File: config.mk
export PLATFORM = sky130hd
export DESIGN_NAME = daq_top
export DESIGN_NICKNAME = d
export VERILOG_FILES = /design/src/hw/daq_pkg.sv /design/src/hw/daq_top.sv /design/src/hw/adc_cfg_master.sv /design/src/hw/daq_ctrl_regs.sv /design/src/hw/zynq_spi_slave.sv
export VERILOG_INCLUDE_DIRS = /design/src /design/src/hw
export SDC_FILE = /design/constraint.sdc
export NUM_CORES = 1
export LEC_CHECK = 0
export BUFFER_PORTS_ARGS = -buffer_cell sky130_fd_sc_hd__buf_4
export CAP_MARGIN = 40
export CORE_MARGIN = 5
export CORE_UTILIZATION = 45
export DETAILED_ROUTE_END_ITERATION = 10
export PLACE_DENSITY_LB_ADDON = 0.2
export REMOVE_ABC_BUFFERS = 1
export SYNTH_ARGS = -nofsm -noshare
export SYNTH_HDL_FRONTEND = slang
export SYNTH_HIERARCHICAL = 1
export SYNTH_SLANG_ARGS = --single-unit
File: constraint.sdc
create_clock -name sysclk -period 5.71 [get_ports sysclk]
set_input_delay 1.142 -clock sysclk [delete_from_list [all_inputs] [get_ports sysclk]]
set_output_delay 1.142 -clock sysclk [all_outputs]
set_load 0.02 [all_outputs]
File: src/hw/daq_defines.svh
`ifndef DAQ_DEFINES_SVH
`define DAQ_DEFINES_SVH

// ------------------------------
// host spi link
// ------------------------------
`define DAQ_SPI_WORD 8
`define DAQ_REG_ADDR_W 4
`define DAQ_REG_OP_W 4

// register map
`define DAQ_REG_ADC_MODE 4'd6
`define DAQ_REG_TRIGGER 4'd10
`define DAQ_REG_SOFT_RESET 4'd12
// read only, bit 0 ready of adc a, bit 1 ready of adc b
`define DAQ_REG_STATUS 4'd13

// op nibble of the command byte
`define DAQ_CMD_WRITE 4'd1
`define DAQ_CMD_READ 4'd2

// ------------------------------
// octal adc configuration port
// ------------------------------
`define DAQ_ADC_MODE_W 8
`define DAQ_ADC_ADDR_W 13
// mode register value after reset
`define DAQ_ADC_MODE_DEFAULT 8'h09
// differs from the default, so every channel reconfigures after reset
`define DAQ_ADC_MODE_RESET 8'h39
// test mode register inside the adc
`define DAQ_ADC_MODE_ADDR 13'h00D
`define DAQ_ADC_FRAME_BITS 24
// sysclk cycles per half period of adc sclk
`define DAQ_ADC_SCLK_HALF 4

`endif
File: src/hw/daq_pkg.sv
`default_nettype none

`include "daq_defines.svh"

package daq_pkg;

	// ------------------------------
	// plain vectors
	// ------------------------------
	// one word on the host spi link
	typedef logic [`DAQ_SPI_WORD-1:0] spi_byte_t;
	typedef logic [`DAQ_REG_ADDR_W-1:0] reg_addr_t;
	typedef logic [`DAQ_REG_OP_W-1:0] reg_op_t;
	// adc test mode value
	typedef logic [`DAQ_ADC_MODE_W-1:0] adc_mode_t;

	// ------------------------------
	// bundles
	// ------------------------------
	// command byte, address in the upper nibble
	typedef struct packed {
		reg_addr_t addr;
		reg_op_t op;
	} spi_cmd_t;

	// adc write frame, sent msb first
	typedef struct packed {
		// 0 for write
		logic rw;
		// 00 means one data byte
		logic [1:0] len;
		logic [`DAQ_ADC_ADDR_W-1:0] addr;
		adc_mode_t data;
	} adc_frame_t;

	// ready levels of both adc channels
	typedef struct packed {
		logic ready_b;
		logic ready_a;
	} adc_status_t;

	// ------------------------------
	// state machines
	// ------------------------------
	typedef enum logic [1:0] {CMD_IDLE, CMD_WRITE_DATA, CMD_READ_DATA} cmd_state_t;
	typedef enum logic [1:0] {CFG_IDLE, CFG_SHIFT, CFG_END} cfg_state_t;

endpackage

`default_nettype wire

File: src/hw/daq_top.sv
`timescale 1ns/1ps
`default_nettype none

module daq_top (
	input wire logic sysclk,
	input wire logic rst,
	input wire logic spi_ss,
	input wire logic spi_sclk,
	input wire logic spi_mosi,
	output logic spi_miso,
	input wire logic pmt_trigger,
	output logic trigger_out,
	output logic adc_sclk_a,
	output logic adc_ncs_a,
	output logic adc_sdio_a,
	output logic adc_sclk_b,
	output logic adc_ncs_b,
	output logic adc_sdio_b
);

	// board reset merged with the host soft reset
	logic rst_int;
	logic soft_rst;
	// host link
	daq_pkg::spi_byte_t rx_byte;
	daq_pkg::spi_byte_t tx_byte;
	logic rx_done;
	// adc side
	daq_pkg::adc_mode_t adc_mode;
	daq_pkg::adc_status_t adc_status;
	logic ready_a;
	logic ready_b;

	assign rst_int = rst | soft_rst;

	// ------------------------------
	// host spi and registers
	// ------------------------------
	zynq_spi_slave u_spi_slave (
		.sysclk(sysclk),
		.rst(rst_int),
		.ss(spi_ss),
		.sck(spi_sclk),
		.mosi(spi_mosi),
		.miso(spi_miso),
		.tx_byte(tx_byte),
		.rx_byte(rx_byte),
		.rx_done(rx_done)
	);

	daq_ctrl_regs u_ctrl_regs (
		.sysclk(sysclk),
		.rst(rst_int),
		.rx_byte(rx_byte),
		.rx_done(rx_done),
		.ss(spi_ss),
		.tx_byte(tx_byte),
		.adc_status(adc_status),
		.adc_mode(adc_mode),
		.soft_rst(soft_rst),
		.pmt_trigger(pmt_trigger),
		.trigger_out(trigger_out)
	);

	// status bits for register 13
	assign adc_status.ready_a = ready_a;
	assign adc_status.ready_b = ready_b;

	// ------------------------------
	// one config master per octal adc
	// ------------------------------
	adc_cfg_master u_adc_cfg_a (
		.sysclk(sysclk),
		.rst(rst_int),
		.adc_mode(adc_mode),
		.ready(ready_a),
		.adc_sclk(adc_sclk_a),
		.adc_ncs(adc_ncs_a),
		.adc_sdio(adc_sdio_a)
	);

	adc_cfg_master u_adc_cfg_b (
		.sysclk(sysclk),
		.rst(rst_int),
		.adc_mode(adc_mode),
		.ready(ready_b),
		.adc_sclk(adc_sclk_b),
		.adc_ncs(adc_ncs_b),
		.adc_sdio(adc_sdio_b)
	);

endmodule

`default_nettype wire

File: src/hw/adc_cfg_master.sv
`timescale 1ns/1ps
`default_nettype none

`include "daq_defines.svh"

module adc_cfg_master (
	input wire logic sysclk,
	input wire logic rst,
	input wire daq_pkg::adc_mode_t adc_mode,
	output logic ready,
	output logic adc_sclk,
	output logic adc_ncs,
	output logic adc_sdio
);

	localparam int BITS = `DAQ_ADC_FRAME_BITS;
	localparam int HALF = `DAQ_ADC_SCLK_HALF;
	localparam int DIV_W = $clog2(HALF);
	localparam int BIT_W = $clog2(BITS);

	daq_pkg::cfg_state_t state;
	// last mode sent to the adc
	daq_pkg::adc_mode_t mode_q;
	daq_pkg::adc_frame_t frame_new;
	logic [BITS-1:0] frame_sr;
	logic [DIV_W-1:0] div_cnt;
	logic [BIT_W-1:0] bit_cnt;
	logic mode_diff;
	logic half_done;

	assign mode_diff = (adc_mode != mode_q);
	assign half_done = (div_cnt == DIV_W'(HALF - 1));

	// ------------------------------
	// frame for the new mode
	// ------------------------------
	always_comb begin
		frame_new.rw = 1'b0;
		frame_new.len = 2'b00;
		frame_new.addr = `DAQ_ADC_MODE_ADDR;
		frame_new.data = adc_mode;
	end

	// ------------------------------
	// change detect and shifter
	// ------------------------------
	always_ff @(posedge sysclk) begin
		if (rst) begin
			state <= daq_pkg::CFG_IDLE;
			// forces one frame right after reset
			mode_q <= `DAQ_ADC_MODE_RESET;
			ready <= 1'b1;
			adc_ncs <= 1'b1;
			adc_sclk <= 1'b0;
			div_cnt <= '0;
			bit_cnt <= '0;
		end else begin
			case (state)
				daq_pkg::CFG_IDLE: begin
					// changes during a frame are caught here afterwards
					if (mode_diff) begin
						mode_q <= adc_mode;
						ready <= 1'b0;
						adc_ncs <= 1'b0;
						div_cnt <= '0;
						bit_cnt <= '0;
						state <= daq_pkg::CFG_SHIFT;
					end
				end
				daq_pkg::CFG_SHIFT: begin
					if (half_done) begin
						div_cnt <= '0;
						adc_sclk <= ~adc_sclk;
						// falling sclk closes a bit
						if (adc_sclk) begin
							if (bit_cnt == BIT_W'(BITS - 1)) begin
								state <= daq_pkg::CFG_END;
							end else begin
								bit_cnt <= bit_cnt + 1'b1;
							end
						end
					end else begin
						div_cnt <= div_cnt + 1'b1;
					end
				end
				daq_pkg::CFG_END: begin
					// two cycles of hold before ncs rises
					if (div_cnt == DIV_W'(1)) begin
						adc_ncs <= 1'b1;
						ready <= 1'b1;
						div_cnt <= '0;
						state <= daq_pkg::CFG_IDLE;
					end else begin
						div_cnt <= div_cnt + 1'b1;
					end
				end
				default: state <= daq_pkg::CFG_IDLE;
			endcase
		end
	end

	// data shifts while sclk goes low, msb first
	always_ff @(posedge sysclk) begin
		if (state == daq_pkg::CFG_IDLE && mode_diff) begin
			frame_sr <= frame_new;
		end else if (state == daq_pkg::CFG_SHIFT && half_done && adc_sclk) begin
			frame_sr <= {frame_sr[BITS-2:0], 1'b0};
		end
	end

	assign adc_sdio = frame_sr[BITS-1];

endmodule

`default_nettype wire

File: src/hw/daq_ctrl_regs.sv
`timescale 1ns/1ps
`default_nettype none

`include "daq_defines.svh"

module daq_ctrl_regs (
	input wire logic sysclk,
	input wire logic rst,
	input wire daq_pkg::spi_byte_t rx_byte,
	input wire logic rx_done,
	input wire logic ss,
	output daq_pkg::spi_byte_t tx_byte,
	input wire daq_pkg::adc_status_t adc_status,
	output daq_pkg::adc_mode_t adc_mode,
	output logic soft_rst,
	input wire logic pmt_trigger,
	output logic trigger_out
);

	daq_pkg::cmd_state_t state;
	// incoming byte seen as a command
	daq_pkg::spi_cmd_t cmd_new;
	// target of a pending write
	daq_pkg::reg_addr_t wr_addr;
	daq_pkg::adc_mode_t mode_reg;
	daq_pkg::spi_byte_t rd_data;
	logic trig_reg;
	logic srst_reg;
	logic trig_meta;
	logic [1:0] ss_sync;
	logic wr_known;
	logic rd_known;

	assign cmd_new = daq_pkg::spi_cmd_t'(rx_byte);

	// writable addresses, status only reads
	assign wr_known = cmd_new.addr inside {`DAQ_REG_ADC_MODE, `DAQ_REG_TRIGGER,
		`DAQ_REG_SOFT_RESET};
	assign rd_known = wr_known | (cmd_new.addr == `DAQ_REG_STATUS);

	// ------------------------------
	// read mux
	// ------------------------------
	always_comb begin
		// unused addresses read 0
		rd_data = '0;
		case (cmd_new.addr)
			`DAQ_REG_ADC_MODE: rd_data = mode_reg;
			`DAQ_REG_TRIGGER: rd_data = daq_pkg::spi_byte_t'(trig_reg);
			`DAQ_REG_SOFT_RESET: rd_data = daq_pkg::spi_byte_t'(srst_reg);
			// live ready levels
			`DAQ_REG_STATUS: rd_data = daq_pkg::spi_byte_t'(adc_status);
			default: rd_data = '0;
		endcase
	end

	// ss level into the sysclk domain
	always_ff @(posedge sysclk) begin
		if (rst) begin
			ss_sync <= '1;
		end else begin
			ss_sync <= {ss_sync[0], ss};
		end
	end

	// ------------------------------
	// command fsm and registers
	// ------------------------------
	always_ff @(posedge sysclk) begin
		if (rst) begin
			state <= daq_pkg::CMD_IDLE;
			mode_reg <= `DAQ_ADC_MODE_DEFAULT;
			trig_reg <= 1'b0;
			srst_reg <= 1'b0;
			tx_byte <= '0;
		end else if (ss_sync[1]) begin
			// frame ended, drop any half command
			state <= daq_pkg::CMD_IDLE;
		end else if (rx_done) begin
			case (state)
				daq_pkg::CMD_IDLE: begin
					if (cmd_new.op == `DAQ_CMD_WRITE && wr_known) begin
						state <= daq_pkg::CMD_WRITE_DATA;
					end else if (cmd_new.op == `DAQ_CMD_READ) begin
						// goes out during the second byte
						tx_byte <= rd_data;
						if (rd_known) begin
							state <= daq_pkg::CMD_READ_DATA;
						end
					end
				end
				daq_pkg::CMD_WRITE_DATA: begin
					state <= daq_pkg::CMD_IDLE;
					case (wr_addr)
						`DAQ_REG_ADC_MODE: mode_reg <= rx_byte;
						`DAQ_REG_TRIGGER: trig_reg <= rx_byte[0];
						// clears itself through the merged reset
						`DAQ_REG_SOFT_RESET: srst_reg <= rx_byte[0];
						default: state <= daq_pkg::CMD_IDLE;
					endcase
				end
				// second byte of a read is a dummy
				daq_pkg::CMD_READ_DATA: state <= daq_pkg::CMD_IDLE;
				default: state <= daq_pkg::CMD_IDLE;
			endcase
		end
	end

	// address kept for the data byte
	always_ff @(posedge sysclk) begin
		if (rx_done && state == daq_pkg::CMD_IDLE) begin
			wr_addr <= cmd_new.addr;
		end
	end

	assign adc_mode = mode_reg;
	assign soft_rst = srst_reg;

	// ------------------------------
	// trigger path
	// ------------------------------
	// external pmt or soft trigger, two flops
	always_ff @(posedge sysclk) begin
		if (rst) begin
			trig_meta <= 1'b0;
			trigger_out <= 1'b0;
		end else begin
			trig_meta <= pmt_trigger | trig_reg;
			trigger_out <= trig_meta;
		end
	end

endmodule

`default_nettype wire

File: src/hw/zynq_spi_slave.sv
`timescale 1ns/1ps
`default_nettype none

`include "daq_defines.svh"

module zynq_spi_slave (
	input wire logic sysclk,
	input wire logic rst,
	input wire logic ss,
	input wire logic sck,
	input wire logic mosi,
	output logic miso,
	input wire daq_pkg::spi_byte_t tx_byte,
	output daq_pkg::spi_byte_t rx_byte,
	output logic rx_done
);

	localparam int W = `DAQ_SPI_WORD;
	localparam int CNT_W = $clog2(W);

	// host lines after the synchronizers
	logic [2:0] sck_sync;
	logic [2:0] ss_sync;
	logic [1:0] mosi_sync;
	logic sck_rise;
	logic sck_fall;
	logic ss_fall;
	logic ss_active;
	logic last_bit;
	logic [CNT_W-1:0] bit_cnt;
	daq_pkg::spi_byte_t rx_sr;
	daq_pkg::spi_byte_t tx_sr;

	// ------------------------------
	// synchronizers
	// ------------------------------
	always_ff @(posedge sysclk) begin
		if (rst) begin
			sck_sync <= '0;
			// ss idles high
			ss_sync <= '1;
			mosi_sync <= '0;
		end else begin
			sck_sync <= {sck_sync[1:0], sck};
			ss_sync <= {ss_sync[1:0], ss};
			mosi_sync <= {mosi_sync[0], mosi};
		end
	end

	// edges seen on the synced copies
	assign sck_rise = sck_sync[1] & ~sck_sync[2];
	assign sck_fall = ~sck_sync[1] & sck_sync[2];
	assign ss_fall = ~ss_sync[1] & ss_sync[2];
	// ss is active low
	assign ss_active = ~ss_sync[1];
	assign last_bit = (bit_cnt == CNT_W'(W - 1));

	// ------------------------------
	// bit counter and byte strobe
	// ------------------------------
	always_ff @(posedge sysclk) begin
		if (rst) begin
			bit_cnt <= '0;
			rx_done <= 1'b0;
		end else begin
			rx_done <= 1'b0;
			if (!ss_active) begin
				// realign on every new frame
				bit_cnt <= '0;
			end else if (sck_rise) begin
				if (last_bit) begin
					bit_cnt <= '0;
					rx_done <= 1'b1;
				end else begin
					bit_cnt <= bit_cnt + 1'b1;
				end
			end
		end
	end

	// mosi sampled on rising sck, msb first
	always_ff @(posedge sysclk) begin
		if (ss_active && sck_rise) begin
			rx_sr <= {rx_sr[W-2:0], mosi_sync[1]};
			if (last_bit) begin
				rx_byte <= {rx_sr[W-2:0], mosi_sync[1]};
			end
		end
	end

	// miso shifts on falling sck
	// falling edge that closes a byte reloads the next word,
	// by then the register block has updated tx_byte
	always_ff @(posedge sysclk) begin
		if (ss_fall) begin
			tx_sr <= tx_byte;
		end else if (ss_active && sck_fall) begin
			if (bit_cnt == '0) begin
				tx_sr <= tx_byte;
			end else begin
				tx_sr <= {tx_sr[W-2:0], 1'b0};
			end
		end
	end

	assign miso = tx_sr[W-1];

endmodule

`default_nettype wire

==> results.sh <==
export IMPL_outcome="finished clean"
export IMPL_synth_area_um2=6450
export IMPL_ctsResizeCount=0
export IMPL_die_area_um2=16800
export IMPL_max_cap_viol_count=0
export IMPL_period_minus_slack_ns=2.62
export IMPL_synth_adder_area_share=0.0388
export IMPL_synth_compound_area_frac=0.130
export IMPL_rows=43
export IMPL_synth_async_sr_flop_share=0
export IMPL_cp_arrival_ns=2.68
export IMPL_drive_gt1_frac=0.122
export IMPL_ys_seq_area_frac=0.529
export IMPL_ios=14
export IMPL_period_share=0.458
export IMPL_hold_class="register to register"
export IMPL_final_cell_area_um2=7230
export IMPL_power_leakage_nw=2.68
export IMPL_cp_required_ns=5.77
export IMPL_cts_root_buf="clkbuf_16"
export IMPL_core_um2=14000
export IMPL_setup_tns_final_ns=0
export IMPL_synth_seq_cells=149
export IMPL_synth_cell_types=67
export IMPL_max_vdd_ir_drop_v=0.000231
export IMPL_ant_nets=0
export IMPL_synth_simple_area_share=0.216
export IMPL_clock_sinks=149
export IMPL_reg_top3="u_adc_cfg_a/frame_sr (24), u_adc_cfg_b/frame_sr (24)"
export IMPL_antenna_cells=0
export IMPL_crit_buf_inv=0
export IMPL_routabilityCongestion=0.775
export IMPL_dr_pass1_iters=5
export IMPL_synth_edf_count=43
export IMPL_vias=4580
export IMPL_synth_cells=657
export IMPL_antenna_found_initial=0
export IMPL_wl_per_cell_um=14.3
export IMPL_final_common_cell="nand2_1"
export IMPL_grt_pass1_wl_um=21100
export IMPL_insertion_delay_ns=0.41
export IMPL_path_max_fanout=20
export IMPL_regToRegSetupSlack_ns=3.09
export IMPL_dieHeight_um=130
export IMPL_reg2reg_depth=4
export IMPL_grt_pass1_vias=4464
export IMPL_synth_xor_area_frac=0.0258
export IMPL_clk_pin_slew_ns=0.06
export IMPL_grt_max_degree=74
export IMPL_die_width_um=130
export IMPL_muxShareOfSynthArea=0.0233
export IMPL_area_growth_pct=12.1
export IMPL_avgViaCountPerCell=5.37
export IMPL_worst_pin_slew_ns=0.881
export IMPL_nFillCells=1260
export IMPL_cts_max_level=4
export IMPL_end_kind="register"
export IMPL_grtUsageTotal=0.156
export IMPL_final_cell_mix="nand2_1, dfxtp_1, a21oi_1, edfxtp_1, o21ai_0"
export IMPL_synth_top_family_by_area="simple AND/OR/NAND/NOR gates"
export IMPL_synth_flop_cell="dfxtp_1"
export IMPL_overflow=0
export IMPL_drtIter0Drc=299
export IMPL_rsz0062_at_grt="no"
export IMPL_crit_slowest_cell="o21ai_2"
export IMPL_startpoint_type="register"
export IMPL_setup_viol=0
export IMPL_slew_headroom=0.412
export IMPL_yosysWarnings=6
export IMPL_cp_depth=4
export IMPL_max_freq_ghz=0.382
export IMPL_place_area_um2=6640
export IMPL_postCtsSetupBuffers=0
export IMPL_min_path_cells=1
export IMPL_drv_slew=0
export IMPL_drc=0
export IMPL_slowest_delay_ns=0.65
export IMPL_crit_family="simple AND/OR/NAND/NOR gates"
export IMPL_holdBufCountCts=0
export IMPL_dp_hpwl_um=8040
export IMPL_p_per_area_nw_per_um2=418
export IMPL_port_buffers=13
export IMPL_num_nets_final=686
export IMPL_cts_buffers=17
export IMPL_synth_avg_cell_area_um2=9.82
export IMPL_finalHoldViolCount=0
export IMPL_start_util=0.461
export IMPL_fin_skew_ns=0.00619
export IMPL_path_cells="xor2_1 > or4_4 > o21ai_2 > nand2_1"
export IMPL_cts_tree="yes"
export IMPL_clockBufferDepth=2
export IMPL_routed_wl_um=12200
export IMPL_crit_type="register to register"
## metal layers
metal  wire length, µm  track usage  vias up  part of all wire
li1                  -            -     2308                 -
met1              5650        0.197     2207              0.46
met2              5960        0.258       54              0.49
met3               386       0.0409       11             0.032
met4               163       0.0562        0             0.013
met5                 0            0        -                 0
## area by class of cell
cell class	instances	area, µm²	share of cell area
clock buffers	19	443	0.0612
clock inverters	13	156	0.0216
inverters	19	71.3	0.00986
multi-input cells	456	2800	0.386
flip-flops and latches	149	3410	0.472
well taps	180	225	0.0311
repair buffers	17	130	0.0180
## path summary, 6_finish.rpt
path,start,to
setup / recovery,u_ctrl_regs/adc_mode[6],u_adc_cfg_b/frame_sr[4]
hold / removal,u_ctrl_regs/ss_sync[0],u_ctrl_regs/ss_sync[1]
setup reg to reg,u_ctrl_regs/adc_mode[6],u_adc_cfg_b/frame_sr[4]
hold reg to reg,u_ctrl_regs/ss_sync[0],u_ctrl_regs/ss_sync[1]
## kinds of logic after synthesis
| kind of cell | Yosys count |
|---|---|
| AND/OR/NAND/NOR | 263 |
| flip-flops | 149 |
| AO/OA/AOI/OAI | 140 |
| buffers and inverters | 52 |
| adder cells (fa/ha/maj) | 20 |
| XOR/XNOR | 19 |
| multiplexers | 14 |
## report_power, final
group / internal (W) / total, W / switching, W / leakage (nW)
registers: 0.00124 / 0.00129 / 0.0000590 / 1.27
logic: 0.000200 / 0.000603 / 0.000403 / 1.13
clock network: 0.000696 / 0.00112 / 0.000428 / 0.274
total: 0.00213 / 0.00302 / 0.000889 / 2.68
## Yosys cell counts, types with 2 or more instances
library cell | number | area, µm²
a21oi_2 | 4 | 35.0
nand4_1 | 13 | 81.3
nand3b_1 | 5 | 37.5
or4_1 | 3 | 22.5
ha_1 | 20 | 250
dfxtp_1 | 106 | 2120
xor2_1 | 18 | 158
or4b_1 | 2 | 20.0
nand4b_1 | 4 | 35.0
a21o_1 | 2 | 15.0
nor3_1 | 3 | 15.0
nor4bb_1 | 5 | 50.1
nor3b_1 | 3 | 22.5
and2_1 | 3 | 18.8
nor2_1 | 19 | 71.3
nor4_2 | 4 | 50.1
nor2b_1 | 11 | 68.8
or4_4 | 2 | 22.5
nand2b_1 | 5 | 31.3
o21ai_1 | 7 | 35.0
mux2i_1 | 6 | 60.1
nand2_1 | 137 | 514
edfxtp_1 | 43 | 1290
a211oi_1 | 2 | 15.0
nor4b_4 | 2 | 47.6
nand4bb_1 | 2 | 22.5
buf_4 | 8 | 60.1
a21bo_1 | 2 | 20.0
o21ai_0 | 25 | 125
a211o_1 | 5 | 43.8
buf_2 | 9 | 45.0
clkbuf_1 | 15 | 56.3
and3_1 | 4 | 25.0
mux2_2 | 8 | 90.1
inv_1 | 19 | 71.3
a21oi_1 | 75 | 375
nand3_1 | 22 | 110
or2_2 | 5 | 31.3
## per-stage QoR
step                instances  total power (W)   util  hold slack, ns  setup slack [ns]
floorplan                 624          0.00175      -           0.389              2.88
global placement          820          0.00191  0.474           0.395              3.21
detailed placement        821          0.00192  0.474           0.394              3.09
CTS                       853          0.00305  0.517           0.408              3.08
global route              853          0.00320  0.517           0.431              2.83
finish                    853          0.00302  0.517           0.407              3.09
Power figures use the tool's default switching activity.
